==> src/logic/noc_config.svh <==
// router build constants
//   NOC_PORTS     number of router ports (N, S, W, E, L)
//   NOC_COORD_W   width of one mesh coordinate
//   NOC_DATA_W    flit payload width

`ifndef NOC_CONFIG_SVH
`define NOC_CONFIG_SVH

// five ports, mesh router with local injection
`define NOC_PORTS 5

// up to an 8x8 mesh
`define NOC_COORD_W 3

// payload carried by each single-flit packet
`define NOC_DATA_W 16

`endif

==> src/logic/noc_pkg.sv <==
// router types
//   port_e   3-bit port code, also used as the crossbar select
//   flit_t   single-flit packet with destination and payload

`include "noc_config.svh"

package noc_pkg;

  // same numbering as the input and output port indices
  typedef enum logic [2:0] {
    PORT_N = 3'd0,
    PORT_S = 3'd1,
    PORT_W = 3'd2,
    PORT_E = 3'd3,
    PORT_L = 3'd4
  } port_e;

  // destination first, payload in the low bits
  typedef struct packed {
    logic [`NOC_COORD_W-1:0] dest_x;
    logic [`NOC_COORD_W-1:0] dest_y;
    logic [`NOC_DATA_W-1:0]  payload;
  } flit_t;

endpackage

==> src/logic/alloc_if.sv <==
// allocation signals between route compute, the per-output arbiters
// and the crossbar
//   req   row o holds the inputs requesting output o
//   gnt   one-hot row per output naming the winning input
//   sel   winning input code per output
//   busy  grant made on that output this cycle

`timescale 1ns/10ps

`include "noc_config.svh"

interface alloc_if;

  logic [`NOC_PORTS-1:0] req [`NOC_PORTS];
  logic [`NOC_PORTS-1:0] gnt [`NOC_PORTS];
  noc_pkg::port_e        sel [`NOC_PORTS];
  logic [`NOC_PORTS-1:0] busy;

  modport rc (
    output req
  );

  // each arbiter drives only its own row and entries
  modport arb (
    input  req,
    output gnt,
    output sel,
    output busy
  );

  modport xbar (
    input gnt,
    input sel,
    input busy
  );

endinterface

==> src/logic/crossbar.sv <==
// registered flit crossbar
// each output captures the flit of its winning input, out_valid_o
// follows one cycle after the grant
// input ready is the OR of that input's grants over all outputs

`timescale 1ns/10ps

`include "noc_config.svh"

module crossbar (
  input  logic                  clk,
  input  logic                  rst_i,
  input  noc_pkg::flit_t        in_flit_i [`NOC_PORTS],
  alloc_if.xbar                 alloc,
  output logic [`NOC_PORTS-1:0] in_ready_o,
  output noc_pkg::flit_t        out_flit_o [`NOC_PORTS],
  output logic [`NOC_PORTS-1:0] out_valid_o
);

  noc_pkg::flit_t        out_flit_q [`NOC_PORTS];
  logic [`NOC_PORTS-1:0] out_valid_q;
  logic [`NOC_PORTS-1:0] ready_n;

  // an input is taken when any output grants it
  always_comb begin
    ready_n = '0;
    for (int o = 0; o < `NOC_PORTS; o++) begin
      ready_n = ready_n | alloc.gnt[o];
    end
  end

  assign in_ready_o = ready_n;

  // data path, loaded only on a grant
  always_ff @(posedge clk) begin
    for (int o = 0; o < `NOC_PORTS; o++) begin
      if (alloc.busy[o]) begin
        out_flit_q[o] <= in_flit_i[alloc.sel[o]];
      end
    end
  end

  always_ff @(posedge clk) begin
    if (rst_i) begin
      out_valid_q <= '0;
    end else begin
      // one cycle per transfer
      out_valid_q <= alloc.busy;
    end
  end

  assign out_flit_o  = out_flit_q;
  assign out_valid_o = out_valid_q;

endmodule

==> src/logic/noc_switch_top.sv <==
// switch allocation and traversal stage of one mesh router
//   route_compute   XY route per input
//   rr_arbiter      one per output, generate loop
//   crossbar        registered flit transfer and input ready

`timescale 1ns/10ps

`include "noc_config.svh"

module noc_switch_top #(
  parameter logic [`NOC_COORD_W-1:0] X_POS = '0,
  parameter logic [`NOC_COORD_W-1:0] Y_POS = '0
) (
  input  logic                  clk,
  input  logic                  rst_i,

  // input side, valid/ready per port
  input  logic [`NOC_PORTS-1:0] in_valid_i,
  input  noc_pkg::flit_t        in_flit_i [`NOC_PORTS],
  output logic [`NOC_PORTS-1:0] in_ready_o,

  // output side, credit is a level from downstream
  input  logic [`NOC_PORTS-1:0] credit_i,
  output logic [`NOC_PORTS-1:0] out_valid_o,
  output noc_pkg::flit_t        out_flit_o [`NOC_PORTS]
);

  alloc_if alloc ();

  route_compute #(
    .X_POS (X_POS),
    .Y_POS (Y_POS)
  ) route_compute_inst (
    .in_valid_i (in_valid_i),
    .in_flit_i  (in_flit_i),
    .alloc      (alloc.rc)
  );

  // one arbiter per output port
  generate
    for (genvar o = 0; o < `NOC_PORTS; o++) begin : gen_arb
      rr_arbiter #(
        .OUT_PORT (o)
      ) rr_arbiter_inst (
        .clk      (clk),
        .rst_i    (rst_i),
        .credit_i (credit_i[o]),
        .alloc    (alloc.arb)
      );
    end
  endgenerate

  crossbar crossbar_inst (
    .clk         (clk),
    .rst_i       (rst_i),
    .in_flit_i   (in_flit_i),
    .alloc       (alloc.xbar),
    .in_ready_o  (in_ready_o),
    .out_flit_o  (out_flit_o),
    .out_valid_o (out_valid_o)
  );

endmodule

==> src/logic/route_compute.sv <==
// XY route computation for all inputs of one router
// turns each valid flit's destination into a single request bit
// in the request matrix, x dimension first

`timescale 1ns/10ps

`include "noc_config.svh"

module route_compute #(
  parameter logic [`NOC_COORD_W-1:0] X_POS = '0,
  parameter logic [`NOC_COORD_W-1:0] Y_POS = '0
) (
  input  logic [`NOC_PORTS-1:0] in_valid_i,
  input  noc_pkg::flit_t        in_flit_i [`NOC_PORTS],
  alloc_if.rc                   alloc
);

  noc_pkg::port_e        dir [`NOC_PORTS];
  logic [`NOC_PORTS-1:0] req_n [`NOC_PORTS];

  // output port chosen for one flit
  function automatic noc_pkg::port_e xy_route(input noc_pkg::flit_t flit);
    noc_pkg::port_e route;
    if (flit.dest_x > X_POS) begin
      route = noc_pkg::PORT_E;
    end else if (flit.dest_x < X_POS) begin
      route = noc_pkg::PORT_W;
    end else if (flit.dest_y > Y_POS) begin
      route = noc_pkg::PORT_N;
    end else if (flit.dest_y < Y_POS) begin
      route = noc_pkg::PORT_S;
    end else begin
      // arrived, eject to local
      route = noc_pkg::PORT_L;
    end
    return route;
  endfunction

  always_comb begin
    for (int i = 0; i < `NOC_PORTS; i++) begin
      dir[i] = xy_route(in_flit_i[i]);
    end
  end

  // transpose: input i sets bit i of the row for its output
  always_comb begin
    for (int o = 0; o < `NOC_PORTS; o++) begin
      req_n[o] = '0;
    end
    for (int i = 0; i < `NOC_PORTS; i++) begin
      if (in_valid_i[i]) begin
        req_n[dir[i]][i] = 1'b1;
      end
    end
  end

  assign alloc.req = req_n;

endmodule

==> src/logic/rr_arbiter.sv <==
// round-robin arbiter for one output port
// one-hot rotating pointer marks the highest-priority input,
// scan goes upward from the pointer with wraparound
// no grant while downstream credit is low, pointer then holds

`timescale 1ns/10ps

`include "noc_config.svh"

module rr_arbiter #(
  parameter int OUT_PORT = 0
) (
  input  logic clk,
  input  logic rst_i,
  input  logic credit_i,
  alloc_if.arb alloc
);

  logic [`NOC_PORTS-1:0] ptr_q;
  logic [`NOC_PORTS-1:0] req_row;
  logic [`NOC_PORTS-1:0] upper_mask;
  logic [`NOC_PORTS-1:0] req_upper;
  logic [`NOC_PORTS-1:0] pick_upper;
  logic [`NOC_PORTS-1:0] pick_any;
  logic [`NOC_PORTS-1:0] gnt_row;
  logic                  gnt_any;
  noc_pkg::port_e        sel_code;

  // lowest set bit of a request vector
  function automatic logic [`NOC_PORTS-1:0] lowest_bit(input logic [`NOC_PORTS-1:0] vec);
    return vec & (~vec + 1'b1);
  endfunction

  assign req_row = alloc.req[OUT_PORT];

  // bits at and above the pointer
  assign upper_mask = ~(ptr_q - 1'b1);
  assign req_upper  = req_row & upper_mask;

  assign pick_upper = lowest_bit(req_upper);
  assign pick_any   = lowest_bit(req_row);

  // wrap to the bottom only when nothing is left above the pointer
  always_comb begin
    if (!credit_i) begin
      gnt_row = '0;
    end else if (|req_upper) begin
      gnt_row = pick_upper;
    end else begin
      gnt_row = pick_any;
    end
  end

  assign gnt_any = |gnt_row;

  // one-hot to port code
  always_comb begin
    sel_code = noc_pkg::PORT_N;
    for (int i = 0; i < `NOC_PORTS; i++) begin
      if (gnt_row[i]) begin
        sel_code = noc_pkg::port_e'(3'(i));
      end
    end
  end

  // winner completes at this edge, so the input after it leads next
  always_ff @(posedge clk) begin
    if (rst_i) begin
      ptr_q <= `NOC_PORTS'(1);
    end else if (gnt_any) begin
      ptr_q <= {gnt_row[`NOC_PORTS-2:0], gnt_row[`NOC_PORTS-1]};
    end
  end

  assign alloc.gnt[OUT_PORT]  = gnt_row;
  assign alloc.sel[OUT_PORT]  = sel_code;
  assign alloc.busy[OUT_PORT] = gnt_any;

endmodule

==> config.mk <==
export PLATFORM = sky130hd
export DESIGN_NAME = noc_switch_top
export DESIGN_NICKNAME = d
export VERILOG_FILES = /design/src/logic/noc_pkg.sv /design/src/logic/alloc_if.sv /design/src/logic/crossbar.sv /design/src/logic/noc_switch_top.sv /design/src/logic/route_compute.sv /design/src/logic/rr_arbiter.sv
export VERILOG_INCLUDE_DIRS = /design/src /design/src/logic
export SDC_FILE = /design/constraint.sdc
export NUM_CORES = 1
export LEC_CHECK = 0
export BUFFER_PORTS_ARGS = -buffer_cell sky130_fd_sc_hd__buf_2
export CAP_MARGIN = 10
export CORE_UTILIZATION = 30
export CTS_CLUSTER_DIAMETER = 100
export DETAILED_ROUTE_END_ITERATION = 12
export PLACE_DENSITY = 0.55
export SYNTH_ARGS = -nofsm -noshare
export SYNTH_HDL_FRONTEND = slang
export SYNTH_SLANG_ARGS = --single-unit
==> constraint.sdc <==
create_clock -name clk -period 6.7 [get_ports clk]
set_input_delay 1.005 -clock clk [delete_from_list [all_inputs] [get_ports clk]]
set_output_delay 1.005 -clock clk [all_outputs]
set_load 0.05 [all_outputs]
==> out/metrics.cfg, run 1 <==
[timing]
tightest_slew_ns = 1.20
fin_crit_ns = 4.41
min_period_over_period_pct = 65.8
rsz0062_at_grt = no
slew_violations = 0
skew_ns = 0.0126
relSlewSlack_pct = 19.7
setup_tns_ns = 0
finalSetupViolCount = 0
fmax_mhz = 227
hold_violations = 0

[setup_path]
arrival_ns = 3.40
crit_required_ns = 5.69
setup.worst_path.start_class = input pin
worst-path-max-fanout = 12
end_kind = primary output
crit_type = in2out

[clock_tree]
cts.clk_slew.worst_paths_ns = 0.06
cts_hold_buffers = 0
worstSkewPairLatency_ns = 0.35
cts-resized-gates = 0
cts_setup_buffers = 0
ctsHtreeMaxLevel = 3
clock-sinks = 84
cts_tree = done
cts.path.max_buffers = 2
ctsRootBufferMaster = clkbuf_16
numCtsBuffers = 9

[logic_synthesis]
synth_cell_types = 81
syn_area_mm2 = 0.00645
synth_seq_cells = 84
yosysTopAreaCell = edfxtp_1
synth_edf_count = 66
synth_area_leaders = edfxtp_1, mux2i_1, buf_4, dfxtp_1, a221oi_2
synth_area_per_cell_um2 = 10.4
ys_seq_area_share_pct = 36.3
synthArstFlopShare_pct = 0
synth_top_area_share_pct = 30.7
syn_inst = 619
yosys_warnings = 0
ys.flop_type = edfxtp_1

[floorplan]
rows = 53
core_area_mm2 = 0.0211
die_x_um = 149
initial_core_util_pct = 30.6
die_y_um = 149
dieArea_mm2 = 0.0221
io_pins = 242

[run]
cap_violations = 0

[final_layout]
nets = 925
most-common-layout-cells = buf_2, mux2i_1, edfxtp_1
fin_util_pct = 36.8
fill_cells = 2199
drive_above_1_share_pct = 34.2
final_common_cell = buf_2
area_growth_pct = 20.3

[routing]
wl_per_cell_um = 21.1
firstDrtPassIters = 5
vias = 5805
routed_wl_mm = 22.9
vias_per_cell = 5.37
antenna_left = 0
drt-initial-drc-count = 464
route.detailed.drc = 0

[global_route]
grt_pass1_vias = 5566
globalRouteTotalUtil_pct = 20.4
grt_max_degree = 29
antenna_found_initial = 1
grt_remaining_overflow = 0
grt_pass1_wl_mm = 33.4

[worst_hold_path]
min-delay-path-class = reg2reg

[pwr]
power.density_mw_per_mm2 = 238
power_leakage_nw = 3.24
peakVddDrop_uv = 93.7

[placed_design]
gp_congestion = 0.890
dp_hpwl_mm = 15.8
io_buffers = 193

[run_status]
outcome = completed

per-layer routing:
metal	vias to the layer above	wire, um	track usage [%]
met5	-	0	0
met3	33	1670	3.19
met2	282	10400	33.4
li1	2701	-	-
met1	2789	10300	27.4
met4	0	467	6.80
final timing paths:
kind                                             from                                   to  slack, ns  cells past startpoint
setup / recovery                        in_flit_i[85]                        in_ready_o[1]       2.29                      7
hold / removal    gen_arb[4].rr_arbiter_inst.ptr_q[4]  gen_arb[4].rr_arbiter_inst.ptr_q[4]       0.49                      2
hold reg to reg   gen_arb[4].rr_arbiter_inst.ptr_q[4]  gen_arb[4].rr_arbiter_inst.ptr_q[4]       0.49                      2
setup reg to reg  gen_arb[0].rr_arbiter_inst.ptr_q[0]        crossbar_inst.out_flit_o[100]       2.83                      9
where the power goes:
group / switching [mW] / total (mW) / internal [mW] / leakage [nW]
clock network: 0.223 / 0.547 / 0.324 / 0.145
logic: 0.471 / 0.646 / 0.175 / 2.34
registers: 0.0177 / 0.653 / 0.635 / 0.759
flip-flops by register name, summed over array words and instances (netlist names):
name                           flops
crossbar_inst.out_flit_o          66
crossbar_inst.out_valid_o          3
gen_arb.rr_arbiter_inst.ptr_q     15
Yosys cell counts, types with 5 or more instances:
cell and number:
mux2i_1 98, edfxtp_1 66, nor2_1 53, buf_4 52, nand2_1 45, a211oi_1 35, a221oi_2 20, o21a_1 20
o221ai_1 19, dfxtp_1 18, nand3_1 17, a21oi_1 11, buf_2 9, buf_6 9, nor3_1 9, clkbuf_1 8
inv_1 8, o31a_2 5, or3_1 5
cell families (layout without fill, tap and decap cells):
group           after synthesis  count (layout)  share of synthesized area, %
flops                        84              84                          36.3
mux                          98              98                          15.2
fa+ha+maj                     3               3                         0.582
simple gates                175             175                          14.3
compound gates              163             163                          22.8
xor+xnor                      6               6                         0.814
other cells                   1              48                        0.0581
buf+inv                      89             230                          9.93
critical path: stages:
cell	delay, ns
buf_2	0.13
nor4b_1	0.54
and2_1	0.26
nand3_1	0.14
o31ai_4	0.78
or3b_2	0.27
buf_2	0.26
layout make-up:
class	instances	area (um2)	area share (%)
antenna	2	5.00	0.0645
clock buffer	10	229	2.95
clock inverter	6	78.8	1.02
inverter	8	30.0	0.387
multi-input combinational	491	3670	47.3
sequential	84	2340	30.2
tap	275	344	4.43
timing repair buffer	206	1060	13.7
per-stage QoR:
step | instance area, um2 | power [mW] | instances | setup WS (ns) | hold WS, ns
final | 7760 | 1.85 | 1082 | 2.29 | 0.494
after detailed placement | 7450 | 1.31 | 1064 | 2.11 | 0.477
after global routing | 7760 | 1.91 | 1080 | 2.20 | 0.510
after CTS | 7760 | 1.86 | 1080 | 2.27 | 0.486
after global placement | 7450 | 1.31 | 1064 | 2.19 | 0.471
after floorplan | 6620 | 1.16 | 664 | 2.68 | 0.448
Note: power is estimated with default switching activity, not from simulation.
==> run 2: changes to the inputs <==
- PLACE_DENSITY: 0.55 -> 0.57
- clock period: 6.7 -> 3.8 ns (I/O delays scaled with it)
==> run 2 against run 1 <==
Against the previous run:
- non-clock buffer count is 18 higher
- die area stayed put
- cell count is 1.7% higher
- sequential cell count stayed put
- critical endpoint unchanged
- highest routed layer unchanged
==> out/metrics.cfg, run 2 (synthesis results as in run 1) <==
[run_status]
outcome = completed

[floorplan]
die_y_um = 149  ; unchanged
die_x_um = 149  ; unchanged
core_area_mm2 = 0.0211  ; unchanged
rows = 53  ; unchanged
initial_core_util_pct = 30.6  ; unchanged
dieArea_mm2 = 0.0221  ; unchanged
io_pins = 242  ; unchanged

[final_layout]
most-common-layout-cells = buf_2, mux2i_1, edfxtp_1
area_growth_pct = 22.5
drive_above_1_share_pct = 35.8  ; +1.6 points
final_common_cell = buf_2
fin_util_pct = 37.5  ; +0.66 points
largest_register_ffs = 66  ; unchanged
stdcell_count = 1100  ; +1.7%
nets = 943  ; +1.9%

[clock_tree]
numCtsBuffers = 9  ; unchanged
cts_setup_buffers = 0  ; unchanged
clock-sinks = 84  ; unchanged
worstSkewPairLatency_ns = 0.35  ; about the same
cts_tree = done
cts_hold_buffers = 0  ; unchanged
ctsRootBufferMaster = clkbuf_16
cts-resized-gates = 0  ; unchanged
cts.path.max_buffers = 2  ; unchanged
ctsHtreeMaxLevel = 3  ; unchanged
cts.clk_slew.worst_paths_ns = 0.07  ; about the same

[routing]
antenna_left = 0  ; unchanged
routed_wl_mm = 22.7  ; -0.65%
drt-initial-drc-count = 356  ; -23%
wl_per_cell_um = 20.7  ; -2.3%
vias = 5861  ; +0.96%
firstDrtPassIters = 5  ; unchanged
route.detailed.drc = 0  ; unchanged
vias_per_cell = 5.33  ; -0.69%

[timing]
finalSetupViolCount = 0  ; unchanged
slew_violations = 0  ; unchanged
setup_tns_ns = 0  ; unchanged
fin_crit_ns = 3.46
relSlewSlack_pct = 38.3  ; +19 points
skew_ns = 0.0105  ; -0.00201 ns
tightest_slew_ns = 0.920  ; -0.284 ns
min_period_over_period_pct = 91.0
rsz0062_at_grt = no
fmax_mhz = 289
hold_violations = 0  ; unchanged

[pwr]
power_leakage_nw = 3.33  ; +2.6%
power.density_mw_per_mm2 = 406  ; +71%
power_mw = 3.21  ; +74%
peakVddDrop_uv = 194  ; +110%

[setup_path]
arrival_ns = 2.89  ; -0.51 ns
crit_type = reg2out
worst-path-max-fanout = 9  ; -3
setup.worst_path.start_class = register
crit_required_ns = 3.23  ; -2.46 ns
end_kind = primary output

[placed_design]
dp_hpwl_mm = 16.6  ; +4.5%
io_buffers = 193  ; unchanged
dp.cells = 1082  ; +1.7%
gp_congestion = 0.902  ; +1.4%

[global_route]
grt_remaining_overflow = 0  ; unchanged
grt_max_degree = 25  ; -14%
grt_pass1_wl_mm = 33.2  ; -0.70%
grt_pass1_vias = 5673  ; +1.9%
antenna_found_initial = 0  ; -1
globalRouteTotalUtil_pct = 20.3  ; -0.17 points

[worst_hold_path]
min-delay-path-class = reg2reg

[run]
cap_violations = 0  ; unchanged

run 2: changes by cell type in the layout (fill, tap and decap cells not counted):
cell and change:
buf_4 +16, diode_2 +1, clkbuf_1 +1, bufinv_16 -1, clkinv_2 +1, clkinv_1 -3, buf_12 +2, clkinv_4 +1
run 2: through the flow:
stage | hold slack, ns | area (um2) | worst slack [ns]
after detailed placement | 0.476 | 7610 | 0.488
after global placement | 0.468 | 7610 | 0.482
after CTS | 0.485 | 7900 | 0.330
after global routing | 0.503 | 7900 | 0.207
after floorplan | 0.448 | 6620 | 0.613
final | 0.485 | 7900 | 0.342
run 2: cell type report:
class	count	area [um2]
multi-input combinational	491	3670
tap	275	344
clock buffer	11	233
antenna	3	7.51
clock inverter	4	51.3
sequential	84	2340
timing repair buffer	224	1220
fill	2199	13200
inverter	8	30.0
run 2: worst max-delay path, stage by stage, from the launching register on:
cell and delay [ns]:
dfxtp_1 0.40, inv_1 0.08, ha_1 0.21, nor3b_1 0.15, xnor2_1 0.28, a211oi_1 0.13, buf_4 0.17, a31oi_4 0.37
or3b_2 0.51, buf_2 0.23
run 2: path summary, 6_finish.rpt:
| check | start | end | slack, ns | cells after the start |
|---|---|---|---|---|
| hold reg to reg | gen_arb[4].rr_arbiter_inst.ptr_q[4] | gen_arb[4].rr_arbiter_inst.ptr_q[4] | 0.49 | 2 |
| hold / removal | gen_arb[4].rr_arbiter_inst.ptr_q[4] | gen_arb[4].rr_arbiter_inst.ptr_q[4] | 0.49 | 2 |
| setup / recovery | gen_arb[3].rr_arbiter_inst.ptr_q[0] | in_ready_o[1] | 0.34 | 9 |
| setup reg to reg | gen_arb[0].rr_arbiter_inst.ptr_q[0] | crossbar_inst.out_flit_o[96] | 0.74 | 11 |
run 2: power by group:
part	internal (mW)	switching, mW	total, mW	leakage [nW]
Combinational	0.327	0.832	1.16	2.43
Sequential	1.12	0.0317	1.15	0.759
Clock	0.507	0.387	0.895	0.136
Total	1.95	1.25	3.21	3.33
run 2: layer usage:
| layer | vias up | global-route usage (%) | routed length (um) |
|---|---|---|---|
| met4 | 0 | 6.39 | 389 |
| met1 | 2833 | 26.4 | 10000 |
| li1 | 2738 | - | - |
| met2 | 264 | 33.8 | 10800 |
| met3 | 26 | 3.59 | 1540 |
| met5 | - | 0 | 0 |
